File: src/hw/chan_pkg.sv
package chan_pkg;

	////////////////////
	// widths
	localparam int SAMPLE_W          = 12;  // adc sample
	localparam int LANE_W            = 16;  // one lane of a burst
	localparam int SAMPLES_PER_BURST = 8;
	localparam int WORD_W            = LANE_W * SAMPLES_PER_BURST;  // store word, 128 bits
	localparam int BEAT_W            = 32;  // stream beat
	localparam int BURST_CNT_W       = 21;
	localparam int FILL_NUM_W        = 24;
	localparam int TAG_W             = 16;
	localparam int CH_ADDR_W         = 3;

	////////////////////
	// enums
	typedef enum logic [1:0] {
		FILL_NONE  = 2'b00,  // not armed
		FILL_MUON  = 2'b01,
		FILL_LASER = 2'b10,
		FILL_PED   = 2'b11
	} fill_type_e;  // {acq_enable1, acq_enable0}

	typedef enum logic [1:0] {
		ACQ_IDLE,
		ACQ_HEADER,  // header word going into the store
		ACQ_FILL,    // collecting bursts
		ACQ_DONE     // last burst written, commit next
	} acq_state_e;

	typedef enum logic [2:0] {
		REG_CHANNEL_TAG,
		REG_MUON_BURSTS,
		REG_LASER_BURSTS,
		REG_PED_BURSTS,
		REG_INIT_FILL
	} reg_op_e;

	////////////////////
	// structs
	typedef struct packed {
		logic [TAG_W-1:0]       channel_tag;   // goes into every header
		logic [BURST_CNT_W-1:0] muon_bursts;   // bursts per muon fill
		logic [BURST_CNT_W-1:0] laser_bursts;  // bursts per laser fill
		logic [BURST_CNT_W-1:0] ped_bursts;    // bursts per pedestal fill
	} chan_cfg_t;

	typedef struct packed {
		logic [FILL_NUM_W-1:0]  fill_num;
		fill_type_e             fill_type;
		logic [CH_ADDR_W-1:0]   ch_addr;
		logic [TAG_W-1:0]       channel_tag;
		logic [BURST_CNT_W-1:0] num_bursts;
		logic [WORD_W-FILL_NUM_W-2-CH_ADDR_W-TAG_W-BURST_CNT_W-1:0] pad;  // 62 zero bits
	} fill_hdr_t;

	typedef struct packed {
		logic [LANE_W-SAMPLE_W-2:0] pad;  // three zero bits
		logic                       ovr;  // over-range
		logic [SAMPLE_W-1:0]        data;
	} adc_sample_t;

	typedef struct packed {
		logic                   we;
		logic [BURST_CNT_W-1:0] addr;  // word address, 0 is the header
		logic [WORD_W-1:0]      data;
	} store_wr_t;

endpackage

File: src/hw/acq_ctrl.sv
`timescale 1ns/100ps

module acq_ctrl import chan_pkg::*; #(
	parameter int MEM_DEPTH = 64
) (
	input  logic                         clk,
	input  logic                         rst_n,
	input  logic                         acq_trig,
	input  logic                         acq_enable0,
	input  logic                         acq_enable1,
	input  logic                         acq_reset,
	input  chan_cfg_t                    cfg,
	input  logic [CH_ADDR_W-1:0]         ch_addr,
	input  logic                         init_fill_wr,
	input  logic [FILL_NUM_W-1:0]        init_fill_num,
	input  logic                         fill_ready,      // store still holds a fill
	input  logic                         burst_valid,
	input  logic [WORD_W-1:0]            burst_word,
	output logic                         fill_en,         // packer captures while high
	output store_wr_t                    store_wr,
	output logic                         fill_commit,
	output logic [$clog2(MEM_DEPTH)-1:0] fill_last_addr,
	output logic                         acq_done
);

	localparam int AW = $clog2(MEM_DEPTH);

	acq_state_e             state;
	fill_type_e             fill_type;
	logic [BURST_CNT_W-1:0] sel_bursts;    // count for the armed fill type
	logic [BURST_CNT_W-1:0] num_bursts_q;  // count of the running fill
	logic [BURST_CNT_W+2:0] samples_left;  // eight per burst
	logic [AW-1:0]          burst_addr;    // next store address for a burst
	logic [FILL_NUM_W-1:0]  fill_num;
	fill_hdr_t              hdr;
	logic                   accept;

	assign fill_type = fill_type_e'({acq_enable1, acq_enable0});

	always_comb begin
		case (fill_type)
			FILL_MUON:  sel_bursts = cfg.muon_bursts;
			FILL_LASER: sel_bursts = cfg.laser_bursts;
			FILL_PED:   sel_bursts = cfg.ped_bursts;
			default:    sel_bursts = '0;
		endcase
	end

	// commit still in flight counts as a full store
	assign accept = acq_trig && (state == ACQ_IDLE) && (fill_type != FILL_NONE)
	                && !fill_ready && !fill_commit;

	always_comb begin
		hdr             = '0;
		hdr.fill_num    = fill_num;
		hdr.fill_type   = fill_type;
		hdr.ch_addr     = ch_addr;
		hdr.channel_tag = cfg.channel_tag;
		hdr.num_bursts  = sel_bursts;
	end

	assign fill_last_addr = num_bursts_q[AW-1:0];  // clamped below MEM_DEPTH

	////////////////////
	// fill sequencing
	always_ff @(posedge clk or negedge rst_n) begin
		if (!rst_n) begin
			state        <= ACQ_IDLE;
			fill_en      <= 1'b0;
			store_wr     <= '0;
			fill_commit  <= 1'b0;
			acq_done     <= 1'b0;
			samples_left <= '0;
			burst_addr   <= '0;
			num_bursts_q <= '0;
		end else begin
			store_wr.we <= 1'b0;  // strobes default low
			fill_commit <= 1'b0;
			acq_done    <= 1'b0;
			if (acq_reset) begin
				state   <= ACQ_IDLE;
				fill_en <= 1'b0;
			end else begin
				if (fill_en) begin
					samples_left <= samples_left - 1'b1;
					if (samples_left == 1)
						fill_en <= 1'b0;  // last sample window
				end
				case (state)
					ACQ_IDLE: begin
						if (accept) begin
							state        <= ACQ_HEADER;
							num_bursts_q <= sel_bursts;
							samples_left <= {sel_bursts, 3'b000};
							fill_en      <= (sel_bursts != '0);
							burst_addr   <= AW'(1);
							store_wr     <= '{we: 1'b1, addr: '0, data: hdr};  // header at 0
						end
					end
					ACQ_HEADER: state <= (num_bursts_q == '0) ? ACQ_DONE : ACQ_FILL;
					ACQ_FILL: begin
						if (burst_valid) begin
							store_wr   <= '{we: 1'b1, addr: BURST_CNT_W'(burst_addr),
							                data: burst_word};
							burst_addr <= burst_addr + 1'b1;
							if (burst_addr == num_bursts_q[AW-1:0])
								state <= ACQ_DONE;
						end
					end
					ACQ_DONE: begin
						acq_done    <= 1'b1;
						fill_commit <= 1'b1;  // store now holds the fill
						state       <= ACQ_IDLE;
					end
					default: state <= ACQ_IDLE;
				endcase
			end
		end
	end

	always_ff @(posedge clk or negedge rst_n) begin
		if (!rst_n)
			fill_num <= '0;
		else if (init_fill_wr)
			fill_num <= init_fill_num;
		else if (fill_commit)
			fill_num <= fill_num + 1'b1;  // next fill
	end

endmodule

File: config.mk
export PLATFORM = sky130hd
export DESIGN_NAME = acq_ctrl
export DESIGN_NICKNAME = d
export VERILOG_FILES = /design/src/hw/chan_pkg.sv /design/src/hw/acq_ctrl.sv
export SDC_FILE = /design/constraint.sdc
export NUM_CORES = 1
export LEC_CHECK = 0
export BUFFER_PORTS_ARGS = -buffer_cell sky130_fd_sc_hd__buf_2
export CAP_MARGIN = 20
export CORE_ASPECT_RATIO = 1.1
export CORE_MARGIN = 1.5
export CORE_UTILIZATION = 30
export CTS_CLUSTER_DIAMETER = 30
export CTS_CLUSTER_SIZE = 20
export DETAILED_ROUTE_END_ITERATION = 10
export PLACE_DENSITY = 0.65
export SYNTH_ARGS = -nofsm -noshare
export SYNTH_HDL_FRONTEND = slang
export SYNTH_SLANG_ARGS = --single-unit
File: constraint.sdc
create_clock -name clk -period 3.5 [get_ports clk]
set_clock_uncertainty 0.2 [all_clocks]
set_input_delay 0.7 -clock clk [delete_from_list [all_inputs] [get_ports clk]]
set_output_delay 0.7 -clock clk [all_outputs]
set_load 0.01 [all_outputs]
==> impl_metrics.json, run 1 <==
{
  "wl_um": 38210,
  "synth_top_cell_area_share_pct": 50.68,
  "start_kind": "register",
  "drive_gt1_share_pct": 33.74,
  "ioPinCount": 402,
  "drt_iter0_markers": 639,
  "slowest_delay_ns": 0.72,
  "post-route-drc-count": 0,
  "path_cells": "inv_1 -> ha_1 -> o2111ai_2 -> a2111o_2 -> buf_12 -> nand2_1 -> o21ai_0",
  "synth_cells": 1195,
  "area_delta_synth_final_pct": 41.82,
  "nets": 1831,
  "grt_pass1_vias": 10241,
  "crit_path_max_fanout": 75,
  "criticalPathCategory": "reg2reg",
  "synth_edf_count": 0,
  "p_leak_nw": 7.508,
  "yosys-top-cells-count": "289 x nand2_1, 214 x dfrtp_1, 128 x o21ai_0, 84 x nand3_1, 76 x clkbuf_1",
  "seqPwrFrac_pct": 31.2,
  "ant_nets": 0,
  "peakVddDrop_uv": 414.9,
  "fin_setup_tns_ns": 0,
  "critical-path-top-delay-family": "compound AO/OA/AOI/OAI gates",
  "h-tree-depth": 2,
  "power.density_nw_per_um2": 824.3,
  "dpl_worst_slack_ns": 0.2803,
  "pwr-share-clk_pct": 43.7,
  "die_area_sq_um": 36360,
  "first_pass_iters": 5,
  "syn-cell-area_sq_um": 10570,
  "syn_avg_cell_area_sq_um": 8.842,
  "p_sw_share_pct": 33.08,
  "critPathRequiredTime_ns": 3.68,
  "die_x_um": 181.9,
  "vias": 10546,
  "grt_max_degree": 92,
  "cts_buffers": 55,
  "wl_per_cell_um": 18.50,
  "ys_warn_count": 0,
  "hp-class": "in2reg",
  "max_slew_margin_pct": 40.17,
  "cp-end-kind": "register",
  "cp_data_arrival_time_ns": 3.10,
  "crit_slowest_cell": "a2111o_2",
  "seq_area_frac_synth_pct": 50.68,
  "clk_path_buf_depth": 3,
  "async_flop_share_pct": 100.0,
  "grt_overflow": 0,
  "antenna_found_initial": 5,
  "clock_sinks": 214,
  "cts_tree": "yes",
  "p_total_mw": 12.35,
  "ys_types": 59,
  "period_minus_slack_ns": 2.918,
  "netSwitchingPower_mw": 4.087,
  "hpwlAfterDp_um": 27470,
  "rsz0062_at_grt": "no",
  "fin_crit_sh_pct": 83.38,
  "fin_hold_ws_ns": 0.1650,
  "core_sq_um": 34470,
  "fmax_ghz": 0.3427,
  "synth_seq_cells": 214,
  "place.gp.congestion": 0.8610,
  "clock_latency_ns": 0.54,
  "fin_ws_ns": 0.5817,
  "num_rows": 71,
  "die_h_um": 199.8,
  "netlist_top_cells_area": "dfrtp_1 51%, nand2_1 10%, o21ai_0 6.1%",
  "cts_resized": 0,
  "synthMostInstantiatedCell": "nand2_1",
  "io_buffer_count": 386,
  "path_clk_slew_ns": 0.05,
  "worst_slew_pin_slew_ns": 0.8859,
  "worst-path-buf-inv": 2,
  "setup_violations": 0,
  "synth_flop_cell": "dfrtp_1",
  "grtUsageTotal_pct": 20.27,
  "status": "complete, no violations",
  "cap_violations": 0,
  "p_int_mw": 8.266,
  "finalMaxSlewViolations": 0,
  "cts_root_buffer": "clkbuf_16",
  "grt_first_pass_wirelength_um": 57840,
  "viasPerCell": 5.107,
  "start_util_pct": 30.66,
  "yosysTopAreaCell": "dfrtp_1",
  "hold_violations": 0,
  "p_comb_share_pct": 25.2
}
[cell usage in the layout, fill, tap and decap left out, drive strengths merged, types with 4 or more instances in the layout]
cell type,instances
a22o,8
clkbuf,71
nand2,289
bufinv,11
xnor2,11
clkinvlp,6
dfrtp,214
conb,15
a31oi,6
a21oi,37
or3,7
xor2,18
nor2,50
nand3,84
o2bb2ai,7
and4,5
inv,13
nor4,7
o21ai,135
clkinv,10
mux2i,9
ha,8
mux2,15
and3,6
or4,8
and2,4
a22oi,66
buf,424
nand4,17
nor3,17
[final cells by class]
type | count | area, sq um
diodes | 3 | 7.507
clock buffers | 71 | 1536
clock inverters | 30 | 459.2
fillers | 3408 | 19480
inverters | 10 | 37.54
multi-input cells | 874 | 4755
flip-flops and latches | 214 | 5355
well taps | 438 | 548.0
repair buffers | 425 | 2287
[worst reg2reg max path: cells and delay by family (launching register included)]
family,cells,cell delay [ns]
AOI/OAI and AO/OA,3,1.08
buffers and inverters,2,0.43
DFF,1,0.47
adders and majority gates,1,0.41
and+or+nand+nor,1,0.17
[metal layers]
| metal | global-route usage, % | up-vias | routed length (um) | part of all wire [%] |
|---|---|---|---|---|
| li1 | - | 4947 | - | - |
| met1 | 25.24 | 5053 | 15790 | 41 |
| met2 | 34.44 | 475 | 18260 | 48 |
| met3 | 5.152 | 71 | 3120 | 8.2 |
| met4 | 6.795 | 0 | 1033 | 2.7 |
| met5 | 0 | - | 0 | 0 |
[power groups by stage]
stage                     clock network, mW  logic [mW]  registers [mW]
after CTS                              5.49        3.14            3.84
final                                  5.39        3.11            3.85
after global routing                   5.64        3.47            3.94
after detailed placement                  0        3.14            3.86
after global placement                    0        3.08            3.83
after floorplan                           0        1.58            3.99
[path summary, 6_finish.rpt]
path	start	endpoint	slack [ns]	depth (start not counted)
hold / removal	init_fill_num[14]	fill_num[14]	0.16	3
max in group asynchronous	rst_n	store_wr[95]	1.67	3
setup / recovery	state[0]	store_wr[110]	0.58	7
min in group asynchronous	rst_n	store_wr[16]	0.57	2
hold reg to reg	store_wr[5]	store_wr[5]	0.25	2
setup reg to reg	state[0]	store_wr[110]	0.58	7
[state kept, by name, indices dropped and copies added (netlist names)]
signal	count
acq_done	1
burst_addr	6
fill_en	1
fill_num	24
num_bursts_q	21
samples_left	24
state	2
store_wr	135
[kinds of logic after synthesis]
family                   count (synthesis)  synth area share (%)
XOR/XNOR                                29                 2.404
adder cells (fa/ha/maj)                  8                0.9473
AND/OR/NAND/NOR                        511                 21.53
buffers and inverters                  121                 5.186
other                                    1               0.03549
AO/OA/AOI/OAI                          287                 16.77
multiplexers                            24                 2.451
flip-flops                             214                 50.68
[repair_timing]
item	in CTS	in global routing
hold buffers	1	0
buffers inserted	0	0
hold endpoints to repair	8	0
[metrics by stage]
step | utilization, % | cell area [sq um] | std cells
2_1_floorplan | - | 10620 | 1209
3_3_place_gp | 37.64 | 12970 | 1960
3_5_place_dp | 37.64 | 12970 | 1960
4_1_cts | 43.46 | 14980 | 2062
5_1_grt | 43.46 | 14980 | 2062
6_report | 43.48 | 14990 | 2065
Power figures use the tool's default switching activity.
==> run 2, diff against run 1 <==
- PLACE_DENSITY: 0.65 -> 0.67
- clock period: 3.5 -> 2.6 ns (I/O delays scaled with it)
==> run 2 against run 1 <==
- worst setup slack worse by 0.55 ns
- largest cell class unchanged
- die area did not move
- register-to-register slack got worse by 0.55 ns
- combinational power is 52% higher
- fmax rose by 14%
- cell area is 6.0% higher
- sequential share of layout area shrank 2.0 points
==> impl_metrics.json, run 2 (synthesis results as in run 1) <==
{
  "path_cells": "or3_4 -> or4_4 -> or4_4 -> or4_1 -> nand3_1",
  "worst-path-buf-inv": 0,
  "cts_tree": "yes",
  "drive_gt1_share_pct": 34.30,
  "die_h_um": 199.8,
  "clock_latency_ns": 0.55,
  "cp_data_arrival_time_ns": 2.84,
  "fin_crit_sh_pct": 98.70,
  "die_x_um": 181.9,
  "path_clk_slew_ns": 0.04,
  "period_minus_slack_ns": 2.566,
  "power.density_nw_per_um2": 1028,
  "fin_ws_ns": 0.03371,
  "hpwlAfterDp_um": 27630,
  "critical-path-top-delay-family": "simple AND/OR/NAND/NOR gates",
  "grt_pass1_vias": 11075,
  "first_pass_iters": 6,
  "post-route-drc-count": 0,
  "cts_buffers": 51,
  "grt_overflow": 0,
  "ant_nets": 0,
  "num_rows": 71,
  "rsz0062_at_grt": "yes",
  "clock_sinks": 214,
  "hp-class": "in2reg",
  "cp-end-kind": "register",
  "ioPinCount": 402,
  "vias": 10977,
  "dpl_worst_slack_ns": -0.2921,
  "start_util_pct": 30.66,
  "core_sq_um": 34470,
  "h-tree-depth": 2,
  "start_kind": "register",
  "wl_per_cell_um": 17.79,
  "criticalPathCategory": "reg2reg",
  "grtUsageTotal_pct": 20.83,
  "die_area_sq_um": 36360,
  "viasPerCell": 5.056,
  "peakVddDrop_uv": 671.5,
  "layout_common_cells": "385 x buf_2, 289 x nand2_1, 214 x dfrtp_1, 128 x o21ai_0, 84 x nand3_1",
  "max_slew_margin_pct": 49.40,
  "antenna_found_initial": 7,
  "fmax_ghz": 0.3897,
  "fin_hold_ws_ns": 0.02172,
  "crit_slowest_cell": "or4_4",
  "clk_path_buf_depth": 3,
  "setup_violations": 0,
  "cts_root_buffer": "clkbuf_16",
  "area_delta_synth_final_pct": 50.34,
  "nFillCells": 3281,
  "grt_first_pass_wirelength_um": 59870,
  "hold_violations": 0,
  "cap_violations": 0,
  "crit_path_frequent_cell": "or4_4",
  "top_regs": "store_wr: 135 flops, fill_num: 24 flops, samples_left: 24 flops",
  "grt_max_degree": 74,
  "worst_slew_pin_slew_ns": 0.7491,
  "drt_iter0_markers": 773,
  "regMostFlops": "store_wr",
  "largest_reg_flops": 135,
  "crit_path_max_fanout": 2,
  "slowest_delay_ns": 0.52,
  "critPathRequiredTime_ns": 2.88,
  "finalMaxSlewViolations": 0,
  "nets": 1938,
  "layout_commonest_cell": "buf_2",
  "wl_um": 38620,
  "status": "complete, no violations",
  "place.gp.congestion": 0.8882,
  "p_leak_nw": 7.934,
  "io_buffer_count": 386
}
run 2: cell count changes in the layout (fill, tap and decap cells not counted), sizes merged:
cell / before / now
dlygate4sd3: 1 / 65
buf: 424 / 471
clkbuf: 71 / 61
clkinv: 10 / 17
bufinv: 11 / 7
clkinvlp: 6 / 8
diode: 3 / 4
inv: 13 / 12
run 2: path summary, 6_finish.rpt:
check | start | endpoint | slack, ns | cells past startpoint
max | samples_left[12] | samples_left[23] | 0.03 | 5
min | init_fill_num[15] | fill_num[15] | 0.02 | 3
max reg2reg | samples_left[12] | samples_left[23] | 0.03 | 5
min reg2reg | store_wr[43] | store_wr[43] | 0.26 | 2
max in group asynchronous | rst_n | fill_num[8] | 1.18 | 3
min in group asynchronous | rst_n | store_wr[59] | 0.31 | 2
run 2: routing by layer:
| metal | global-route usage, % | share of wire, % |
|---|---|---|
| met1 | 25.04 | 40 |
| met2 | 36.44 | 49 |
| met3 | 5.824 | 8.0 |
| met4 | 6.183 | 2.0 |
| met5 | 0 | 0.10 |
run 2: tightest hold or removal path, cell delays in order:
cell and delay, ns:
buf_2 0.08, nand2_1 0.05, o21ai_0 0.07
run 2: per-stage QoR:
| stage | instances | power (mW) | utilization [%] | cell area [sq um] | TNS (ns) |
|---|---|---|---|---|---|
| after CTS | 2167 | 16.45 | 46.02 | 15860 | 0 |
| final | 2171 | 16.33 | 46.09 | 15890 | 0 |
| after detailed placement | 2007 | 9.772 | 38.94 | 13420 | -7.369 |
| after global routing | 2168 | 17.29 | 46.07 | 15880 | -0.01852 |
| after global placement | 2007 | 9.621 | 38.94 | 13420 | -2.848 |
| after floorplan | 1209 | 7.524 | - | 10660 | -0.09819 |
run 2: area by class of cell:
| class | instances | area (sq um) | area share (%) |
|---|---|---|---|
| clock buffer | 61 | 1354 | 8.522 |
| tap | 438 | 548.0 | 3.450 |
| inverter | 10 | 37.54 | 0.2363 |
| timing repair buffer | 536 | 3368 | 21.20 |
| sequential | 214 | 5355 | 33.71 |
| clock inverter | 34 | 432.9 | 2.725 |
| multi-input combinational | 874 | 4780 | 30.09 |
| antenna | 4 | 10.01 | 0.06301 |
run 2: where the power goes:
part           switching (mW)  leakage, nW  internal, mW
Combinational            2.84         4.23          1.88
Sequential              0.719         2.85          4.40
Clock                    2.07        0.853          4.43
Total                    5.63         7.93          10.7
run 2: timing repair:
| item | 4_1_cts | 5_1_grt |
|---|---|---|
| gates resized for setup | 1 | 3 |
| buffers inserted | 0 | 0 |
| endpoints found under the hold margin | 114 | 0 |
| hold buffers | 65 | 0 |
| setup endpoints to repair | 2 | 3 |
==> run 3, diff against run 2 <==
- CTS_BUF_LIST: default -> sky130_fd_sc_hd__clkbuf_4
==> run 3 against run 2 <==
- combinational power grew 4%
- sequential power is essentially flat
- critical endpoint unchanged
- via count grew 5.5%
- first-iteration DRC count grew 0.39%
- largest power group is now sequential cells
- die area is the same
==> impl_metrics.json, run 3 (synthesis results as in run 1) <==
{
  "core_sq_um": 34470,
  "status": "complete, no violations",
  "io_buffer_count": 386,
  "post-route-drc-count": 0,
  "worst-path-buf-inv": 0,
  "area_delta_synth_final_pct": 53.11,
  "peakVddDrop_uv": 616.7,
  "regMostFlops": "store_wr",
  "rr_worst_depth": 5,
  "placed_cells": 2007,
  "viasPerCell": 5.057,
  "layout_common_cells": "385 x buf_2, 289 x nand2_1, 214 x dfrtp_1, 183 x dlygate4sd3_1, 128 x o21ai_0",
  "start_kind": "register",
  "slowest_delay_ns": 0.53,
  "clock_latency_ns": 0.73,
  "hold_violations": 0,
  "grt_pass1_vias": 11836,
  "fin_setup_tns_ns": 0,
  "path_depth": 5,
  "grt_overflow": 0,
  "p_sw_share_pct": 38.37,
  "num_rows": 71,
  "place.gp.congestion": 0.8882,
  "hp-class": "in2reg",
  "wl_um": 40430,
  "drive_gt1_share_pct": 32.25,
  "criticalPathCategory": "reg2reg",
  "netSwitchingPower_mw": 5.243,
  "ioPinCount": 402,
  "h-tree-depth": 2,
  "path_clk_slew_ns": 0.08,
  "p_leak_nw": 8.037,
  "largest_reg_flops": 135,
  "grtUsageTotal_pct": 21.80,
  "die_h_um": 199.8,
  "nFillCells": 3233,
  "p_comb_share_pct": 36.0,
  "setup_violations": 0,
  "cts_buffers": 51,
  "pwr-share-clk_pct": 26.7,
  "met3_usage_pct": 5.624,
  "ant_nets": 0,
  "reg2reg_from": "samples_left[12]",
  "clock_sinks": 214,
  "seqPwrFrac_pct": 37.3,
  "crit_slowest_cell": "or4_4",
  "top_regs": "store_wr: 135 flops, fill_num: 24 flops, samples_left: 24 flops",
  "fin_hold_ws_ns": 0.08737,
  "wl_per_cell_um": 17.65,
  "cp-end-kind": "register",
  "cts_tree": "yes",
  "rsz0062_at_grt": "yes",
  "fmax_ghz": 0.3893,
  "fin_crit_sh_pct": 98.79,
  "endpoint": "samples_left[23]",
  "met2_usage_pct": 38.65,
  "stdcell_count": 2290,
  "cp_data_arrival_time_ns": 3.00,
  "layout_commonest_cell": "buf_2",
  "startpoint": "samples_left[12]",
  "period_minus_slack_ns": 2.568,
  "reg2reg_to": "samples_left[23]",
  "p_int_mw": 8.422,
  "fin_util_pct": 46.94,
  "critPathRequiredTime_ns": 3.03,
  "cap_violations": 0,
  "crit_path_frequent_cell": "or4_4",
  "start_util_pct": 30.66,
  "antenna_found_initial": 6,
  "vias": 11580,
  "drt_iter0_markers": 776,
  "grt_busiest_layer": "met2",
  "clk_path_buf_depth": 3,
  "max_slew_margin_pct": 49.25,
  "nets": 2057,
  "finalMaxSlewViolations": 0,
  "crit_path_max_fanout": 2,
  "ff2ff_setup_slack_ns": 0.03,
  "power.density_nw_per_um2": 844.6,
  "fin_ws_ns": 0.03154,
  "hpwlAfterDp_um": 27630,
  "grt_first_pass_wirelength_um": 62720,
  "path_cells": "or3_4 -> or4_4 -> or4_4 -> or4_1 -> nand3_1",
  "grt_max_degree": 74,
  "die_area_sq_um": 36360,
  "first_pass_iters": 5,
  "critical-path-top-delay-family": "simple AND/OR/NAND/NOR gates",
  "dpl_worst_slack_ns": -0.2921,
  "worst_slew_pin_slew_ns": 0.7514,
  "use_met1_pct": 25.43,
  "cts_root_buffer": "clkbuf_4",
  "die_x_um": 181.9
}
## run 3: cell types whose count changed in the layout (fill, tap and decap cells not counted), sizes merged
| cell | change |
|---|---|
| dlygate4sd3 | +118 |
| inv | -1 |
| bufinv | +2 |
| buf | +1 |
| clkinvlp | +1 |
| clkbuf | -4 |
| clkinv | +2 |
## run 3: worst min-delay path, stage by stage
cell	delay [ns]
buf_2	0.23
nand2_1	0.10
o21ai_0	0.07
## run 3: what timing repair did
item / in CTS / in global routing
gates resized for setup: 1 / 3
hold buffers: 183 / 0
pin swaps: 0 / 0
setup endpoints to repair: 1 / 3
setup buffers: 0 / 1
endpoints found under the hold margin: 377 / 0
## run 3: how the worst min path moves through the flow
stage,from,endpoint,slack [ns],depth (start not counted)
after floorplan,rst_n,acq_done,0.02,0
after global placement,store_wr[20],store_wr[20],0.24,2
after detailed placement,store_wr[39],store_wr[39],0.25,2
after CTS,init_fill_wr,fill_num[9],0.006,3
after global routing,cfg[24],fill_en,0.04,4
final,init_fill_wr,fill_num[9],0.09,3
## run 3: area by class of cell
type / count / area (sq um) / area share (%)
Clock inverter: 38 / 462.9 / 2.862
Antenna cell: 4 / 10.01 / 0.06187
Multi-Input combinational cell: 874 / 4780 / 29.54
Sequential cell: 214 / 5355 / 33.10
Tap cell: 438 / 548.0 / 3.387
Clock buffer: 57 / 427.9 / 2.645
Timing Repair Buffer: 655 / 4557 / 28.17
Inverter: 10 / 37.54 / 0.2320
## run 3: per-layer routing
metal | up-vias | share of wire (%)
met5 | - | 0.067
met4 | 4 | 3.0
met3 | 95 | 8.0
met2 | 543 | 50
met1 | 5530 | 39
li1 | 5408 | -
## run 3: per-stage QoR
stage,total power [mW],cell area [sq um]
4_1_cts,13.70,16150
3_5_place_dp,9.772,13420
5_1_grt,14.57,16170
2_1_floorplan,7.524,10660
3_3_place_gp,9.621,13420
6_report,13.66,16180
## run 3: power groups by stage
stage	Sequential [mW]	Combinational, mW	Clock, mW
2_1_floorplan	5.37	2.15	0
3_5_place_dp	5.14	4.64	0
4_1_cts	5.08	4.86	3.75
3_3_place_gp	5.10	4.53	0
6_report	5.10	4.91	3.66
5_1_grt	5.23	5.42	3.92
